<file path="src/source/csa_calc_pkg.sv">
package csa_calc_pkg;

	localparam int BYTE_W      = 8;
	localparam int KEY_BYTES   = 5;
	localparam int STATE_BYTES = KEY_BYTES + 1;    // Key bytes plus checksum
	localparam int KEY_W       = BYTE_W * KEY_BYTES;
	localparam int STATE_W     = BYTE_W * STATE_BYTES;
	localparam int COUNT_W     = 16;
	localparam int TAG_W       = 4;
	localparam int NUM_ENGINES = 2;
	localparam int ID_W        = $clog2(NUM_ENGINES);

	localparam logic [BYTE_W-1:0] SBOX_XOR = 8'h63;

	typedef logic [BYTE_W-1:0]  csa_byte_t;
	typedef logic [KEY_W-1:0]   csa_key_t;     // Low byte is key byte 0
	typedef logic [STATE_W-1:0] csa_state_t;
	typedef logic [COUNT_W-1:0] csa_count_t;   // Round count or gap length
	typedef logic [TAG_W-1:0]   csa_tag_t;
	typedef logic [ID_W-1:0]    csa_id_t;

	typedef struct packed {
		csa_tag_t   tag;
		csa_key_t   key;
		csa_count_t times;    // Zero runs one round
		csa_count_t delay;    // Idle cycles after each round
	} csa_job_t;

	typedef struct packed {
		csa_tag_t   tag;
		csa_id_t    id;
		csa_state_t state;
	} csa_result_t;

	// Byte substitution of the mixing round: rotate left by three, then XOR
	function automatic csa_byte_t csa_sbox(input csa_byte_t b);
		csa_byte_t rot;
		rot = {b[4:0], b[7:5]};
		return rot ^ SBOX_XOR;
	endfunction

endpackage
</file>
<file path="src/source/csa_calc_logic.sv">
module csa_calc_logic (
	input  logic                     clk,
	input  logic                     rst_n,
	input  logic                     start,
	input  csa_calc_pkg::csa_job_t   job,
	input  logic                     clear,
	output logic                     inuse,
	output logic                     done,
	output csa_calc_pkg::csa_state_t state,
	output csa_calc_pkg::csa_tag_t   tag
);
	import csa_calc_pkg::*;

	typedef enum logic [1:0] {
		S_IDLE,
		S_ROUND,
		S_GAP,
		S_HOLD
	} fsm_t;

	fsm_t       fsm;
	csa_count_t round_cnt;    // Index of the next round to apply
	csa_count_t round_nxt;
	csa_count_t gap_cnt;
	csa_count_t rounds;       // Total rounds of this job
	csa_count_t delay_len;
	logic       accept;

	function automatic csa_state_t build_state(input csa_key_t key);
		csa_state_t s;
		csa_byte_t  sum;
		sum = '0;
		for (int i = 0; i < KEY_BYTES; i++) begin
			s[BYTE_W*i +: BYTE_W] = key[BYTE_W*i +: BYTE_W];
			sum = sum + key[BYTE_W*i +: BYTE_W];    // Checksum wraps mod 256
		end
		s[BYTE_W*KEY_BYTES +: BYTE_W] = sum;
		return s;
	endfunction

	function automatic csa_state_t mix_round(input csa_state_t s, input csa_count_t r);
		csa_state_t n;
		csa_byte_t  a;
		csa_byte_t  b;
		for (int i = 0; i < STATE_BYTES; i++) begin
			a = s[BYTE_W*i +: BYTE_W];
			b = s[BYTE_W*((i + 1) % STATE_BYTES) +: BYTE_W];
			n[BYTE_W*i +: BYTE_W] = csa_sbox(a ^ b) ^ r[BYTE_W-1:0];
		end
		return n;
	endfunction

	assign accept    = start && (fsm == S_IDLE);
	assign round_nxt = round_cnt + 1'b1;
	assign inuse     = (fsm != S_IDLE);
	assign done      = (fsm == S_HOLD);

	always_ff @(posedge clk) begin
		if (!rst_n) begin
			fsm       <= S_IDLE;
			round_cnt <= '0;
			gap_cnt   <= '0;
		end else begin
			case (fsm)
				S_IDLE: begin
					if (accept) begin
						round_cnt <= '0;
						fsm       <= S_ROUND;
					end
				end
				S_ROUND: begin
					round_cnt <= round_nxt;
					if (delay_len != '0) begin
						gap_cnt <= 16'd1;
						fsm     <= S_GAP;
					end else if (round_nxt == rounds) begin
						fsm <= S_HOLD;
					end
				end
				S_GAP: begin
					if (gap_cnt == delay_len) begin
						fsm <= (round_cnt == rounds) ? S_HOLD : S_ROUND;
					end else begin
						gap_cnt <= gap_cnt + 1'b1;
					end
				end
				S_HOLD: begin
					if (clear) fsm <= S_IDLE;    // Result taken by the collector
				end
				default: fsm <= S_IDLE;
			endcase
		end
	end

	always_ff @(posedge clk) begin
		if (accept) begin
			state     <= build_state(job.key);
			tag       <= job.tag;
			delay_len <= job.delay;
			rounds    <= (job.times == '0) ? 16'd1 : job.times;
		end else if (fsm == S_ROUND) begin
			state <= mix_round(state, round_cnt);
		end
	end

	a_start_when_free: assert property (@(posedge clk) disable iff (!rst_n)
		start |-> !inuse);

	a_clear_when_done: assert property (@(posedge clk) disable iff (!rst_n)
		clear |-> done);

endmodule

</file>
<file path="config.mk">
export PLATFORM = sky130hd
export DESIGN_NAME = csa_calc_logic
export DESIGN_NICKNAME = d
export VERILOG_FILES = /design/src/source/csa_calc_pkg.sv /design/src/source/csa_calc_logic.sv
export SDC_FILE = /design/constraint.sdc
export NUM_CORES = 1
export LEC_CHECK = 0
export ABC_AREA = 0
export BUFFER_PORTS_ARGS = -buffer_cell sky130_fd_sc_hd__buf_2
export CELL_PAD_IN_SITES_DETAIL_PLACEMENT = 1
export CELL_PAD_IN_SITES_GLOBAL_PLACEMENT = 1
export CORE_MARGIN = 4
export CORE_UTILIZATION = 44
export CTS_BUF_LIST = sky130_fd_sc_hd__clkbuf_4
export DETAILED_ROUTE_END_ITERATION = 12
export PLACE_DENSITY = 0.8
export SKIP_CTS_REPAIR_TIMING = 1
export SLEW_MARGIN = 20
export SYNTH_ARGS = -nofsm -noshare
export SYNTH_HDL_FRONTEND = slang
export SYNTH_SLANG_ARGS = --single-unit
export TNS_END_PERCENT = 30
</file>
<file path="constraint.sdc">
create_clock -name clk -period 3.9 [get_ports clk]
set_input_delay 0.195 -clock clk [delete_from_list [all_inputs] [get_ports clk]]
set_output_delay 0.195 -clock clk [all_outputs]
set_load 0.01 [all_outputs]
</file>
# Word-level counts from Yosys, hierarchy flattened
# Cells that the tools add are included.
[totals]
mem_bits_ro = 0
output_inout_bits = 54
in_bits = 80
ram_bits = 0
reg_bits = 118
n_memories = 0
latch_bits = 0
[op_classes]
bitwise = 18
n_reduce_logical = 11
div_mod_pow = 0
mul = 0
muxes = 14
addsub = 6
n_lt_le_gt_ge = 0
shift = 0
n_eq_ne = 12
[ops]
columns = ["op", "count"]
rows = [
  ["$mux 48", 2],
  ["$xor 8x8->8", 12],
  ["$pmux 16 s2", 2],
  ["$eq 16x16->1", 3],
  ["$mux 16", 3],
  ["$add 16x1->16 const B", 2],
  ["$add 8x8->8", 4],
  ["$not 4->4", 6],
  ["$logic_not 16->1", 1],
  ["$reduce_bool 16->1", 1],
  ["$mux 2", 6],
  ["$ne 2x2->1 const B", 5],
  ["$pmux 2 s4", 1],
  ["$reduce_bool 2->1", 4],
  ["$eq 2x2->1 const B", 2],
  ["$reduce_and 4->1", 1],
  ["$ne 3x3->1 const B", 1],
  ["$reduce_and 3->1", 1],
  ["$eq 2x1->1 const B", 1],
  ["$logic_not 2->1", 1],
  ["$reduce_and 2->1", 1],
  ["$logic_and 1x1->1", 1],
]

# Longest topological paths before layout
[depth]
ltp_word = 5
mapped_depth = 14
ltp_nobuf = 14

# Worst setup path after synthesis
# Ideal clock, no wire load.
[synth_timing]
path_type = "in2reg"
start = "in job[33] in the netlist's numbering"
end = "reg state[47] (data pin)"
setup_time_ns = 0.323
arrival_ns = 3.177
cell_stages = 13
n_path_buf = 0
t_required_ns = 3.577
slack_ns = 0.399
path_cell_list = "inv_1 -> fa_1 -> fa_1 -> fa_1 -> inv_1 -> ha_1 -> fa_1 -> a21o_1 -> a21oi_1 -> o21bai_1 -> a21oi_1 -> xnor2_1 -> a21oi_1"
[synth_between]
elab_chain_cells = 5
[synth_lines]
columns = ["element", "line_no", "text"]
rows = [
  ["start: declaration", "csa_calc_logic.sv:5", "input csa_calc_pkg::csa_job_t job,"],
  ["$add 8x8->8 (4 in series)", "csa_calc_logic.sv:35", "sum = sum + key[BYTE_W*i +: BYTE_W];"],
  ["$mux 48", "csa_calc_logic.sv:96", "if (accept) begin"],
  ["end signal: assignment", "csa_calc_logic.sv:97", "state <= build_state(job.key);"],
  ["end signal: assignment", "csa_calc_logic.sv:102", "state <= mix_round(state, round_cnt);"],
  ["end: declaration", "csa_calc_logic.sv:9", "output csa_calc_pkg::csa_state_t state,"],
]
# No other way between the ends.
# A chain may end at the register's enable or synchronous reset.

# Worst setup path in the final report
[layout_timing]
start = "in job[32] in the netlist's numbering"
end = "reg state[47] (data pin)"
# The elaborated chain is that of the path after synthesis.

==> flow_summary.ini <==
[synthesis]
synth_cell_types = 51
syn_avg_cell_area_sq_um = 9.87
yosysTopAreaCellShare_pct = 36.2
ys_warn_count = 0
netlist_area_sq_mm = 0.00696
syn_inst = 705
yosys.area.top_type = edfxtp_1
synth_area_leaders = edfxtp_1 36%, xor2_1 11%, dfxtp_1 9.8%
async_flop_share_pct = 0
synth_seq_cells = 118
synthesis.nets = 815
ys_seq_area_share_pct = 46.0
synth-edff-count = 84
synth_ff_type = edfxtp_1

[routing]
wire_per_inst_um = 18.7
detailroute.via_count = 5693
dr.first_iter.drc_count = 291
drc = 0
routed_wl_mm = 20.3
drtPass1Iterations = 5
ant_nets = 0
via_per_inst = 5.23

[sta]
whs_ps = -1.65
finalSetupViolCount = 0
fin_skew_ps = 23.9
maxSlewHeadroom_pct = 36.5
rsz0062_at_grt = no
tns_ps = 0
finalCriticalPeriod_ps = 3790
timing.final.crit_share_pct = 97.1
tightestPinTransition_ps = 953
clock.fmax_mhz = 264
slew_violations = 0
finalHoldViolations = 1

[finish]
multiInputGateArea_sq_mm = 0.00332
fillers = 1766
regArea_sq_mm = 0.00320
drive_gt1_share_pct = 20.7
syn_to_final_growth_pct = 22.5
nets = 973

[die]
start_util_pct = 45.3
io_pins = 134
fp.coreArea_sq_mm = 0.0154
dieWidth_um = 134
die_y_um = 134
row_count = 45
die_area_sq_mm = 0.0179

[worst_setup_path]
startpoint = job[32]
crit_top_cell = fa_1
critPathMaxFanout = 2
slowest_stage = dlygate4sd3_1
start_kind = input pin
crit_chain = dlygate4sd3_1 > buf_2 > fa_1 > inv_1 > fa_1 > fa_1 > inv_1 > ha_1 > fa_1 > a21o_1 > a21oi_1 > o21bai_1 > a21oi_1 > xnor2_1 > a21oi_1
critical_path_class = in -> reg
required_ps = 4180
max_stage_delay_ps = 530
end_kind = flop
r2r-start = round_cnt[0]
arrival_ps = 4070

[cts]
cts_buffers = 17
root_buffer = clkbuf_4
cts.sinks = 118
cts.htree.levels = 4
path_clk_slew_ps = 130
clockBufferDepth = 2
clock_latency_ps = 560
cts_tree = done

[grt]
grt_start_max_net_pins = 85
globalRouteOverflowTotal = 0
grt_pass1_vias = 5823
grt_pass1_wl_mm = 31.0
grt.total_usage_pct = 22.2
antenna_found_initial = 2

[power]
peakVddDrop_mv = 0.372
p_leak_nw = 3.66
powerDensity_mw_per_mm2 = 646

[run_status]
status = finished, violations left
violations = hold timing

[hold_path]
min_from = job[61]
hp-class = in -> reg

[run]
maxCapViolations = 0

[placement]
place_congestion = 0.905
dp_hpwl_mm = 14.9
io_buffers = 133
stage by stage:
stage | instances | util [%] | power [mW] | cell area [sq um] | setup WS, ps
2_1_floorplan | 705 | - | 3.60 | 6960 | 399
3_3_place_gp | 1011 | 50.4 | 4.29 | 7750 | 223
3_5_place_dp | 1011 | 50.4 | 4.41 | 7750 | 37.1
4_1_cts | 1043 | 52.6 | 5.51 | 8080 | 618
5_1_grt | 1089 | 55.5 | 5.87 | 8530 | 28.2
6_report | 1089 | 55.5 | 5.51 | 8530 | 113
area by class of cell:
| class | instances | share of cell area, % |
|---|---|---|
| clock inverters | 15 | 2.42 |
| clock buffers | 17 | 1.50 |
| flip-flops and latches | 118 | 37.6 |
| multi-input cells | 477 | 39.0 |
| repair buffers | 183 | 13.5 |
| diodes | 2 | 0.0587 |
| well taps | 211 | 3.10 |
| inverters | 66 | 2.91 |
critical path, delay by kind of cell:
kind                     cells  cell delay [ps]
AO/OA/AOI/OAI                5              850
XOR/XNOR                     1              150
adder cells (fa/ha/maj)      5             2030
buffers and inverters        4              840
flip-flops by register name, indices dropped and copies added (netlist names):
register and cells:
state 48, delay_len 16, gap_cnt 16, round_cnt 16
rounds 16, tag 4, fsm 2
metal layers:
metal	track usage [%]	wire [um]	up-vias
met5	0	0	-
met4	5.77	442	0
met3	5.66	947	35
met2	37.5	10300	151
met1	28.6	8690	2824
li1	-	-	2683
synthesized netlist by cell type, types with 8 or more instances:
master and instances:
a21oi_1 48, o21ai_0 39, edfxtp_1 84, xnor2_1 47, nand2_1 49, xor2_1 88
nor4_1 15, fa_1 20, nor2_1 62, or3_1 8, nand4_1 10, nand3_1 18
buf_2 9, clkbuf_1 31, inv_1 65, ha_1 10, nor3_1 12, dfxtp_1 34
path summary, 6_finish.rpt:
kind	end	slack, ps	cells after the start
worst max-delay path	state[47]	110	15
worst min-delay path	state[29]	-2	3
worst max register to register	fsm[1]	1230	8
worst min register to register	gap_cnt[14]	520	2
cell families (layout without fill, tap and decap cells):
family,Yosys count,in the layout,synth area share (%)
and+or+nand+nor,202,202,14.3
xor gates and xnor gates,135,135,17.0
DFF,118,118,46.0
buffers and inverters,110,281,6.26
AOI/OAI and AO/OA,107,107,8.48
adders and majority gates,30,30,7.55
muxes,3,3,0.449
other,0,2,0
power breakdown:
part,internal (mW),total (mW),switching [mW]
Clock,0.567,1.07,0.501
Sequential,1.87,2.20,0.328
Combinational,0.914,2.25,1.33
Total,3.35,5.51,2.16
cells in the final DEF (no fill, tap or decap), types with 3 or more instances in the layout:
master / Yosys / layout
clkinv_2: 0 / 5
and3_1: 3 / 3
nor4_1: 15 / 15
inv_1: 65 / 63
buf_2: 9 / 133
fa_1: 20 / 20
o211ai_1: 5 / 5
xor2_1: 88 / 88
and2_1: 5 / 5
dfxtp_1: 34 / 34
and4_1: 3 / 3
ha_1: 10 / 10
nand4_1: 10 / 10
buf_4: 3 / 6
nor3_1: 12 / 12
nor2_1: 62 / 62
nand3_1: 18 / 18
bufinv_16: 0 / 5
a21oi_1: 48 / 48
inv_2: 0 / 3
edfxtp_1: 84 / 84
o21ai_0: 39 / 39
clkbuf_4: 0 / 17
dlygate4sd3_1: 0 / 44
xnor2_1: 47 / 47
or3_1: 8 / 8
inv_4: 0 / 3
nand2_1: 49 / 49
No activity file was read; power rests on OpenSTA's default activity.
