File: config.mk
export PLATFORM = sky130hd
export DESIGN_NAME = csa_job_dispatch
export DESIGN_NICKNAME = d
export VERILOG_FILES = /design/src/source/csa_calc_pkg.sv /design/src/source/csa_job_dispatch.sv
export SDC_FILE = /design/constraint.sdc
export NUM_CORES = 1
export LEC_CHECK = 0
export BUFFER_PORTS_ARGS = -buffer_cell sky130_fd_sc_hd__buf_2
export CORE_UTILIZATION = 41
export CTS_CLUSTER_DIAMETER = 150
export DETAILED_ROUTE_END_ITERATION = 10
export GPL_ROUTABILITY_DRIVEN = 0
export PLACE_DENSITY = 0.82
export SLEW_MARGIN = 40
export SYNTH_ARGS = -nofsm -noshare
export SYNTH_HDL_FRONTEND = slang
export SYNTH_SLANG_ARGS = --single-unit
File: constraint.sdc
create_clock -name clk -period 3.5 [get_ports clk]
set_input_delay 0.35 -clock clk [delete_from_list [all_inputs] [get_ports clk]]
set_output_delay 0.35 -clock clk [all_outputs]
set_load 0.005 [all_outputs]
File: src/source/csa_calc_pkg.sv
package csa_calc_pkg;

	localparam int BYTE_W      = 8;
	localparam int KEY_BYTES   = 5;
	localparam int STATE_BYTES = KEY_BYTES + 1;    // Key bytes plus checksum
	localparam int KEY_W       = BYTE_W * KEY_BYTES;
	localparam int STATE_W     = BYTE_W * STATE_BYTES;
	localparam int COUNT_W     = 16;
	localparam int TAG_W       = 4;
	localparam int NUM_ENGINES = 2;
	localparam int ID_W        = $clog2(NUM_ENGINES);

	localparam logic [BYTE_W-1:0] SBOX_XOR = 8'h63;

	typedef logic [BYTE_W-1:0]  csa_byte_t;
	typedef logic [KEY_W-1:0]   csa_key_t;     // Low byte is key byte 0
	typedef logic [STATE_W-1:0] csa_state_t;
	typedef logic [COUNT_W-1:0] csa_count_t;   // Round count or gap length
	typedef logic [TAG_W-1:0]   csa_tag_t;
	typedef logic [ID_W-1:0]    csa_id_t;

	typedef struct packed {
		csa_tag_t   tag;
		csa_key_t   key;
		csa_count_t times;    // Zero runs one round
		csa_count_t delay;    // Idle cycles after each round
	} csa_job_t;

	typedef struct packed {
		csa_tag_t   tag;
		csa_id_t    id;
		csa_state_t state;
	} csa_result_t;

	// Byte substitution of the mixing round: rotate left by three, then XOR
	function automatic csa_byte_t csa_sbox(input csa_byte_t b);
		csa_byte_t rot;
		rot = {b[4:0], b[7:5]};
		return rot ^ SBOX_XOR;
	endfunction

endpackage
File: src/source/csa_job_dispatch.sv
module csa_job_dispatch (
	input  logic                                 clk,
	input  logic                                 rst_n,
	input  csa_calc_pkg::csa_job_t               job,
	input  logic                                 job_valid,
	input  logic [csa_calc_pkg::NUM_ENGINES-1:0] busy,
	output logic                                 job_ready,
	output logic [csa_calc_pkg::NUM_ENGINES-1:0] start,
	output csa_calc_pkg::csa_job_t               engine_job
);
	import csa_calc_pkg::*;

	logic [NUM_ENGINES-1:0] free;
	logic [NUM_ENGINES-1:0] pick;
	logic                   take;

	// A started engine raises inuse one cycle late, so count start as busy
	assign free      = ~(busy | start);
	assign job_ready = |free;
	assign take      = job_valid && job_ready;

	// Lowest free engine as one-hot
	always_comb begin
		pick = '0;
		for (int k = NUM_ENGINES - 1; k >= 0; k--) begin
			if (free[k]) begin
				pick    = '0;
				pick[k] = 1'b1;
			end
		end
	end

	always_ff @(posedge clk) begin
		if (!rst_n) begin
			start <= '0;
		end else begin
			start <= take ? pick : '0;
		end
	end

	always_ff @(posedge clk) begin
		if (take) engine_job <= job;    // Shared by all engines, only one starts
	end

	a_start_onehot: assert property (@(posedge clk) disable iff (!rst_n)
		$onehot0(start));

endmodule

Word-level counts from Yosys, hierarchy flattened:

Cells that the tools add are included.

* register bits after elaboration: 78
* word-level logic and storage cells: 16

* bitwise logic cells: 4
* reduce and logical (&&, ||, !) cells: 4
* multiplexer cells: 2

Operators by type and width (count)
* $reduce_or 3->1: 1
* $mux 2: 1
* $not 1->1: 2
* $not 2->2: 1
* $or 2x2->2: 1
* $reduce_and 2->1: 1
* $reduce_or 2->1: 1
* $logic_and 1x1->1: 1
* $mux 1: 1

Depth between registers and ports, before layout:

Gate-level depths: netlist of run 1.

* word-level depth: 6
* mapped depth: 2

Least setup slack after synthesis of run 1:

No wires, ideal clock.

* path kind: register -> register
* from: register start[0] (netlist name)
* to: register engine_job[0] (netlist name) (enable)
* data arrival time: 2340 ps
* cell stages (with the launch flop): 3
* path buffers: 0
* setup slack: 717 ps
* library setup time: 443 ps
* data required time: 3057 ps
* path through: dfxtp_1 -> o22ai_2 -> and2_1

* word-level cells in the longest chain between the ends: 4

Ends and longest elaborated chain
* start: declaration: line csa_job_dispatch.sv:8 `output logic [csa_calc_pkg::NUM_ENGINES-1:0] start,`
* start signal: assignment: line csa_job_dispatch.sv:37 `start <= take ? pick : '0;`
* $or 2x2->2: line csa_job_dispatch.sv:18 `assign free = ~(busy | start);`
* $not 2->2: line csa_job_dispatch.sv:18
* $reduce_or 2->1: line csa_job_dispatch.sv:19 `assign job_ready = |free;`
* net job_ready: line csa_job_dispatch.sv:7 `output logic job_ready,`
* $logic_and 1x1->1: line csa_job_dispatch.sv:20 `assign take = job_valid && job_ready;`
* net take: line csa_job_dispatch.sv:15 `logic take;`
* end signal: assignment: line csa_job_dispatch.sv:42 `if (take) engine_job <= job;`
* end: declaration: line csa_job_dispatch.sv:9 `output csa_calc_pkg::csa_job_t engine_job`

The timed path passes the listed nets, and every way through them passes these cells.
A chain may end at the register's enable or synchronous reset.

Worst setup path in the final report of run 1:

* from: register start[0] (netlist name)
* to: register engine_job[21] (netlist name) (enable)

* word-level cells in the longest chain between the ends: 4

Ends and longest elaborated chain (line)
* $or 2x2->2: csa_job_dispatch.sv:18
* $not 2->2: csa_job_dispatch.sv:18
* $reduce_or 2->1: csa_job_dispatch.sv:19
* $logic_and 1x1->1: csa_job_dispatch.sv:20
* net take: csa_job_dispatch.sv:15

The timed path passes the listed nets, and every way through them passes these cells.

==> results of run 1 <==
-- routing by layer --
layer / share of wire [%] / up-vias / global-route usage, % / routed length [um]
met1: 36 / 650 / 15.9 / 1670
met2: 49 / 102 / 26.5 / 2290
met5: 0.28 / - / 0 / 13
met3: 13 / 10 / 8.24 / 603
li1: - / 683 / - / -
met4: 1.8 / 2 / 10.6 / 84
-- cell usage after synthesis --
| cell | instances |
|---|---|
| nand2_1 | 1 |
| nor2_1 | 1 |
| dfxtp_1 | 2 |
| nor4_2 | 1 |
| nor3_1 | 1 |
| and2_1 | 1 |
| edfxtp_1 | 76 |
| o22ai_2 | 1 |
-- final cells by class --
type / instances / area, um^2
timing repair buffer: 160 / 816
multi-input combinational: 6 / 46.3
fill: 433 / 2050
tap: 72 / 90.1
clock inverter: 7 / 96.3
clock buffer: 9 / 124
sequential: 78 / 2320
-- cells by family after synthesis --
group              Yosys count
DFF                         78
and+or+nand+nor              5
AOI/OAI and AO/OA            1
-- power breakdown --
group,switching [uW],total [uW],internal [uW]
registers,11.7,1100,1090
logic,62.7,130,67.2
clock network,312,715,404
-- registers in the layout, summed over array words and instances, names as in the netlist --
register / count
engine_job: 76
start: 2
-- critical path, stage by stage, from the launching register on --
cell     delay [ns]
dfxtp_1        0.34
o22ai_2        0.19
and2_4         0.49
buf_12         0.29
-- through the flow --
| stage | cells | hold WS [ns] |
|---|---|---|
| finish | 332 | 0.181 |
| global route | 332 | 0.161 |
| CTS | 332 | 0.164 |
| detailed placement | 316 | 0.479 |
| global placement | 315 | 0.456 |
| floorplan | 84 | 0.424 |
-- worst max-delay path by stage --
stage	slack (ns)	endpoint	cells past startpoint
floorplan	0.72	engine_job[0]	2
global placement	1.72	engine_job[15]	3
detailed placement	1.75	engine_job[4]	4
CTS	1.86	engine_job[40]	3
global route	1.77	engine_job[21]	3
finish	1.86	engine_job[21]	3
==> impl_metrics.env, run 1 <==
export IMPL_yosys_register_bits=78
export IMPL_synth_compound_area_share_pct=0.529
export IMPL_cts_resized=0
export IMPL_die_w_um=78.0
export IMPL_period_needed_ns=1.64
export IMPL_crit_start="start[0]"
export IMPL_final_common_cell="buf_2"
export IMPL_hp_class="in2reg"
export IMPL_final_setup_viol_count=0
export IMPL_yosysUniqueCellTypes=8
export IMPL_fmax_ghz=0.611
export IMPL_crit_required_ns=3.53
export IMPL_whs_endpoint="engine_job[51]"
export IMPL_power_density_nw_per_um2=556
export IMPL_track_usage_pct=16.1
export IMPL_start_util_pct=42.7
export IMPL_nets=336
export IMPL_synth_warnings=0
export IMPL_routed_wl_mm=4.66
export IMPL_setup_ws_ns=1.86
export IMPL_final_cell_mix="buf_2 (159), edfxtp_1 (76), clkbuf_8 (9)"
export IMPL_wl_per_cell_um=14.0
export IMPL_maxCapViolations=0
export IMPL_first_iter_violations=36
export IMPL_hold_viol=0
export IMPL_finClkSkew_ns=0.00395
export IMPL_cts_made_buffers=9
export IMPL_route_detailed_drc=0
export IMPL_synth_simple_area_share_pct=1.32
export IMPL_status="finished clean"
export IMPL_p_leak_uw=0.00150
export IMPL_synth_top_family_by_area="simple AND/OR/NAND/NOR gates"
export IMPL_preCtsSetupSlack_ns=1.75
export IMPL_n_antenna_cell=0
export IMPL_synth_seq_area_share_pct=98.1
export IMPL_synth_area_leader_cell="edfxtp_1"
export IMPL_synth_top_cells_by_area="edfxtp_1 (96%), dfxtp_1 (1.7%), nor4_2 (0.53%)"
export IMPL_htreeDepth=3
export IMPL_io_buffers=159
export IMPL_clkSlewWorstSetupHoldPaths_ns=0.08
export IMPL_synth_mux_area_share_pct=0
export IMPL_rsz0062_at_grt="no"
export IMPL_pin_count=160
export IMPL_syn_area_um2=2370
export IMPL_grt_start_max_net_pins=41
export IMPL_cp_arrival_ns=1.67
export IMPL_avgSynthCellArea_um2=28.2
export IMPL_r2r_end="engine_job[21]"
export IMPL_die_area_um2=6080
export IMPL_synthAdderAreaFrac_pct=0
export IMPL_clk_path_buf_depth=2
export IMPL_cts_tree="done"
export IMPL_viasPerCell=4.36
export IMPL_syn_num_nets=165
export IMPL_drtAntennaViolNets=0
export IMPL_drive_above_1_share_pct=68.5
export IMPL_end_kind="flop"
export IMPL_synth_top_area_share_pct=96.5
export IMPL_dr_pass1_iters=4
export IMPL_worstHoldPathCells=1
export IMPL_syn_inst=84
export IMPL_postCtsSetupBuffers=0
export IMPL_crit_type="reg2reg"
export IMPL_synth_xor_area_share_pct=0
export IMPL_overflow=0
export IMPL_slew_violations=0
export IMPL_cts_sinks=78
export IMPL_cts_root_buffer_cell="clkbuf_8"
export IMPL_clkLatencyLatePin_ns=0.34
export IMPL_cp_max_fo=40
export IMPL_antenna_found_initial=1
export IMPL_tns_ns=0
export IMPL_hold_path_startpoint="job[51]"
export IMPL_design_area_um2=3490
export IMPL_cp_start_kind="flop"
export IMPL_timing_final_crit_share_pct=46.7
export IMPL_hold_buffers=0
export IMPL_rows=27
export IMPL_r2r_start="start[0]"
export IMPL_grt_pass1_vias=1470
export IMPL_core_area_um2=5540
export IMPL_peakVddDrop_uv=442
export IMPL_post_route_util_pct=63.1
export IMPL_fp_dieH_um=78.0
export IMPL_area_growth_pct=47.7
export IMPL_rr_worst_depth=3
export IMPL_tightest_slew_ns=0.495
export IMPL_grt_pass1_wl_mm=6.70
export IMPL_hpwl_mm=3.56
export IMPL_reg2reg_slack_ns=1.86
export IMPL_place_area_um2=3270
export IMPL_finalPower_uw=1940
export IMPL_vias=1447
export IMPL_relSlewSlack_pct=67.0
No activity file was read; power rests on OpenSTA's default activity.
==> inputs of run 2 (changes only) <==
--- a/config.mk
+++ b/config.mk
@@ -5,6 +5,7 @@
 export SDC_FILE = /design/constraint.sdc
 export NUM_CORES = 1
 export LEC_CHECK = 0
+export ABC_AREA = 1
 export BUFFER_PORTS_ARGS = -buffer_cell sky130_fd_sc_hd__buf_2
 export CORE_UTILIZATION = 41
 export CTS_CLUSTER_DIAMETER = 150
==> constraint.sdc (replaced) <==
create_clock -name clk -period 1.7 [get_ports clk]
set_input_delay 0.17 -clock clk [delete_from_list [all_inputs] [get_ports clk]]
set_output_delay 0.17 -clock clk [all_outputs]
set_load 0.005 [all_outputs]
==> run 2 against run 1 <==
Net effect: fmax rose by 12%; combinational power grew to 3.0 times the previous value; final cell count up 17%; sequential cell count is the same; routed wire length increased by 60%; clock skew up 0.013 ns; first-iteration DRC count rose by 100%; critical path type unchanged; highest routed layer unchanged.
==> impl_metrics.env, run 2 <==
export IMPL_slew_violations=0
export IMPL_htreeDepth=3
export IMPL_period_needed_ns=1.46
export IMPL_die_area_um2=6120
export IMPL_reg2reg_slack_ns=0.24
export IMPL_rows=27
export IMPL_final_common_cell="buf_2"
export IMPL_pin_count=160
export IMPL_fmax_ghz=0.686
export IMPL_cp_max_fo=26
export IMPL_drive_above_1_share_pct=57.3
export IMPL_antenna_found_initial=1
export IMPL_peakVddDrop_uv=665
export IMPL_use_met2_pct=37.5
export IMPL_avgSynthCellArea_um2=26.8
export IMPL_finClkSkew_ns=0.0170
export IMPL_n_antenna_cell=0
export IMPL_whs_endpoint="engine_job[11]"
export IMPL_combPwrFrac_pct=9.5
export IMPL_seqPwrFrac_pct=55.1
export IMPL_die_w_um=78.2
export IMPL_tightest_slew_ns=0.325
export IMPL_yosysMostFrequentCell="edfxtp_1"
export IMPL_ys_top_cells_by_count="edfxtp_1 (76), inv_1 (4), dfxtp_1 (2), nand4_1 (2)"
export IMPL_clk_path_buf_depth=2
export IMPL_synth_top_cells_by_area="edfxtp_1 (96%), dfxtp_1 (1.7%), inv_1 (0.63%)"
export IMPL_first_iter_violations=73
export IMPL_post_route_util_pct=72.3
export IMPL_preCtsSetupSlack_ns=0.349
export IMPL_largest_reg_flops=76
export IMPL_synth_top_area_share_pct=95.8
export IMPL_drtAntennaViolNets=0
export IMPL_end_kind="flop"
export IMPL_synthArstFlopShare_pct=0
export IMPL_yosysUniqueCellTypes=9
export IMPL_synth_mux_area_share_pct=0
export IMPL_busiest_layer="met2"
export IMPL_hold_path_startpoint="job[11]"
export IMPL_viasPerCell=4.60
export IMPL_worstHoldPathCells=1
export IMPL_dpl_cell_count=323
export IMPL_wl_per_cell_um=19.2
export IMPL_syn_inst=89
export IMPL_crit_required_ns=1.69
export IMPL_final_setup_viol_count=0
export IMPL_postCtsSetupBuffers=0
export IMPL_cts_root_buffer_cell="clkbuf_8"
export IMPL_route_detailed_drc=0
export IMPL_synth_simple_area_share_pct=1.21
export IMPL_track_usage_pct=21.8
export IMPL_cp_arrival_ns=1.45
export IMPL_use_met3_pct=12.3
export IMPL_core_area_um2=5540
export IMPL_stdcell_count=388
export IMPL_grt_use_met1_pct=20.3
export IMPL_grt_start_max_net_pins=34
export IMPL_clkLatencyLatePin_ns=0.33
export IMPL_rr_worst_depth=4
export IMPL_synth_compound_area_share_pct=0.473
export IMPL_netSwitchingFraction_pct=20.5
export IMPL_p_leak_uw=0.00175
export IMPL_r2r_end="engine_job[32]"
export IMPL_maxCapViolations=0
export IMPL_setup_ws_ns=0.241
export IMPL_power_density_nw_per_um2=1030
export IMPL_final_cell_mix="buf_2 (159), edfxtp_1 (76), dlygate4sd3_1 (49)"
export IMPL_dr_pass1_iters=4
export IMPL_routed_wl_mm=7.44
export IMPL_nets=392
export IMPL_io_buffers=159
export IMPL_rsz0062_at_grt="no"
export IMPL_cp_start_kind="flop"
export IMPL_hold_viol=0
export IMPL_synthAdderAreaFrac_pct=0
export IMPL_crit_type="reg2reg"
export IMPL_synth_edf_count=76
export IMPL_synth_top_family_by_area="simple AND/OR/NAND/NOR gates"
export IMPL_top_regs="engine_job: 76 flops, start: 2 flops"
export IMPL_r2r_start="start[1]"
export IMPL_yosys_register_bits=78
export IMPL_grt_pass1_vias=1821
export IMPL_synth_flop_cell="edfxtp_1"
export IMPL_synth_seq_area_share_pct=97.5
export IMPL_area_growth_pct=68.3
export IMPL_grt_pass1_wl_mm=9.20
export IMPL_start_util_pct=43.0
export IMPL_overflow=0
export IMPL_place_area_um2=3310
export IMPL_switching_power_uw=843
export IMPL_timing_final_crit_share_pct=85.8
export IMPL_synth_warnings=0
export IMPL_cts_made_buffers=9
export IMPL_power_frac_clock_pct=35.4
export IMPL_synth_xor_area_share_pct=0
export IMPL_finalPower_uw=4120
export IMPL_design_area_um2=4010
export IMPL_relSlewSlack_pct=78.4
export IMPL_status="finished clean"
export IMPL_syn_area_um2=2380
export IMPL_vias=1786
export IMPL_fp_dieH_um=78.2
export IMPL_cts_sinks=78
export IMPL_top_register="engine_job"
export IMPL_cts_tree="done"
export IMPL_clkSlewWorstSetupHoldPaths_ns=0.08
export IMPL_hp_class="in2reg"
export IMPL_cts_resized=0
export IMPL_synth_area_leader_cell="edfxtp_1"
export IMPL_syn_num_nets=170
export IMPL_intPower_uw=3280
==> run 2: cells by family after synthesis <==
family,after synthesis
buf+inv,5
compound gates,1
flops,78
simple gates,5
==> run 2: through the flow <==
stage | hold WS (ns) | TNS, ns
after floorplan | 0.269 | -37.77
after global placement | 0.346 | 0
after detailed placement | 0.348 | 0
after CTS | 0.000520 | 0
after global routing | -0.00130 | 0
final | 0.0151 | 0
==> run 2: area by class of cell <==
class | count | area [um^2]
clock buffer | 11 | 131
clock inverter | 5 | 73.8
fill | 347 | 1530
inverter | 5 | 18.8
multi-input combinational | 6 | 47.5
sequential | 78 | 2320
tap | 72 | 90.1
timing repair buffer | 211 | 1320
==> run 2: power groups by stage <==
stage,clock network [uW],registers [uW],logic (uW)
final,1460,2270,390
after global routing,1550,2280,415
after CTS,1430,2260,356
after detailed placement,0,2310,284
after global placement,0,2300,275
after floorplan,0,2330,46.2
==> run 2: worst max-delay path by stage <==
stage | end | start
2_1_floorplan | engine_job[0] | start[0]
3_3_place_gp | engine_job[1] | start[1]
3_5_place_dp | engine_job[1] | start[1]
4_1_cts | engine_job[1] | start[1]
5_1_grt | engine_job[67] | start[1]
6_report | engine_job[32] | start[1]
==> run 2: per-layer routing <==
metal / up-vias / part of all wire [%]
li1: 794 / -
met1: 833 / 33
met2: 133 / 53
met3: 24 / 9.1
met4: 2 / 4.2
met5: - / 0.19
==> run 2: what timing repair did <==
action | in CTS | in global routing
endpoints found under the hold margin | 40 | 9
setup endpoints to repair | 0 | 0
hold buffers | 40 | 9
==> run 2: worst max-delay path: stages (launching register included) <==
cell	delay (ns)
dfxtp_1	0.33
nor2_2	0.14
inv_2	0.07
a21boi_4	0.21
buf_4	0.35
==> inputs of run 3 (changes only) <==
--- a/config.mk
+++ b/config.mk
@@ -8,11 +8,12 @@
 export ABC_AREA = 1
 export BUFFER_PORTS_ARGS = -buffer_cell sky130_fd_sc_hd__buf_2
 export CORE_UTILIZATION = 41
+export CTS_BUF_LIST = sky130_fd_sc_hd__clkbuf_16
 export CTS_CLUSTER_DIAMETER = 150
 export DETAILED_ROUTE_END_ITERATION = 10
 export GPL_ROUTABILITY_DRIVEN = 0
 export PLACE_DENSITY = 0.82
-export SLEW_MARGIN = 40
+export SLEW_MARGIN = 15
 export SYNTH_ARGS = -nofsm -noshare
 export SYNTH_HDL_FRONTEND = slang
 export SYNTH_SLANG_ARGS = --single-unit
==> run 3 against run 2 <==
Net effect: final cell count decreased by 13%; combinational power decreased by 28%; first-iteration DRC count decreased by 40%; die area unchanged; sequential share of layout area increased by 6.2 points; clock-buffer cell count decreased by 2; fmax increased by 6.8%; routed wire length decreased by 31%; critical path depth unchanged; critical path type unchanged; largest power group unchanged; highest routed layer unchanged.
==> impl_metrics.env, run 3 (synthesized netlist as in run 2, its figures left out) <==
export IMPL_crit_required_ns=1.69
export IMPL_routed_wl_mm=5.13
export IMPL_nFillCells=389
export IMPL_start_util_pct=43.0
export IMPL_post_route_util_pct=65.3
export IMPL_power_density_nw_per_um2=1230
export IMPL_pin_count=160
export IMPL_cts_sinks=78
export IMPL_grt_pass1_vias=1534
export IMPL_final_cell_mix="buf_2 (159), edfxtp_1 (76), clkbuf_16 (9)"
export IMPL_maxCapViolations=0
export IMPL_multi_input_area_um2=47.5
export IMPL_r2r_start="start[1]"
export IMPL_die_w_um=78.2
export IMPL_crit_type="reg2reg"
export IMPL_period_needed_ns=1.37
export IMPL_hold_viol=0
export IMPL_n_antenna_cell=0
export IMPL_critPathSlowestCell="buf_4"
export IMPL_cp_arrival_ns=1.36
export IMPL_area_growth_pct=51.9
export IMPL_dr_pass1_iters=4
export IMPL_place_area_um2=3310
export IMPL_clkSlewWorstSetupHoldPaths_ns=0.05
export IMPL_io_buffers=159
export IMPL_top_register="engine_job"
export IMPL_route_detailed_drc=0
export IMPL_timing_final_crit_share_pct=80.3
export IMPL_core_area_um2=5540
export IMPL_grt_pass1_wl_mm=7.40
export IMPL_drtAntennaViolNets=0
export IMPL_status="finished clean"
export IMPL_crit_family="buffers and inverters"
export IMPL_hold_buffers=0
export IMPL_largest_reg_flops=76
export IMPL_overflow=0
export IMPL_cts_made_buffers=9
export IMPL_tightest_slew_ns=0.321
export IMPL_top_regs="engine_job: 76 flops, start: 2 flops"
export IMPL_rows=27
export IMPL_design_area_um2=3620
export IMPL_cts_root_buffer_cell="clkbuf_16"
export IMPL_crit_start="start[1]"
export IMPL_setup_ws_ns=0.334
export IMPL_first_iter_violations=44
export IMPL_final_common_cell="buf_2"
export IMPL_slew_violations=0
export IMPL_final_setup_viol_count=0
export IMPL_cts_resized=0
export IMPL_relSlewSlack_pct=78.6
export IMPL_viasPerCell=4.36
export IMPL_cp_start_kind="flop"
export IMPL_rsz0062_at_grt="no"
export IMPL_fmax_ghz=0.732
export IMPL_finClkSkew_ns=0.00382
export IMPL_clk_path_buf_depth=2
export IMPL_hp_class="in2reg"
export IMPL_wl_per_cell_um=15.1
export IMPL_p_leak_uw=0.00160
export IMPL_peakVddDrop_uv=905
export IMPL_htreeDepth=3
export IMPL_antenna_found_initial=2
export IMPL_regArea_um2=2320
export IMPL_hold_path_startpoint="job[64]"
export IMPL_end_kind="flop"
export IMPL_fp_dieH_um=78.2
export IMPL_grt_start_max_net_pins=34
export IMPL_cp_max_fo=26
export IMPL_critPathBufInv=2
export IMPL_nets=343
export IMPL_die_area_um2=6120
export IMPL_finalPower_uw=4460
export IMPL_critPathMaxStageDelay_ns=0.35
export IMPL_vias=1477
export IMPL_postCtsSetupBuffers=0
export IMPL_cts_tree="done"
export IMPL_drive_above_1_share_pct=67.8
export IMPL_preCtsSetupSlack_ns=0.349
export IMPL_clkLatencyLatePin_ns=0.32
export IMPL_track_usage_pct=17.6
export IMPL_hold_ws_ns=0.0202
export IMPL_worstPathCellList="nor2_2 > inv_2 > a21boi_4 > buf_4"
## run 3: final timing paths
path	end	slack, ns	cells after the start
setup / recovery	engine_job[32]	0.33	4
hold / removal	engine_job[64]	0.02	1
setup reg to reg	engine_job[32]	0.33	4
hold reg to reg	start[0]	0.49	3
## run 3: power by group
| part | internal, uW | switching, uW | leakage (uW) |
|---|---|---|---|
| registers | 2240 | 23.8 | 0.000742 |
| clock network | 1260 | 653 | 0.000159 |
| logic | 144 | 136 | 0.000694 |
## run 3: area by class of cell
class	instances	share of cell area, %
inverters	5	0.519
repair buffers	162	23.0
clock inverters	7	2.25
clock buffers	9	6.23
flip-flops and latches	78	64.2
multi-input cells	6	1.31
well taps	72	2.49
## run 3: stage by stage
step | std cells | TNS (ns)
global route | 339 | 0
global placement | 323 | 0
finish | 339 | 0
floorplan | 89 | -37.77
CTS | 339 | 0
detailed placement | 323 | 0
## run 3: metal layers
layer | track usage (%) | wire [um] | vias to the layer above
met5 | 0 | 25 | -
met4 | 10.0 | 118 | 4
met3 | 12.9 | 762 | 14
met2 | 30.2 | 2730 | 90
met1 | 14.1 | 1500 | 670
li1 | - | - | 699
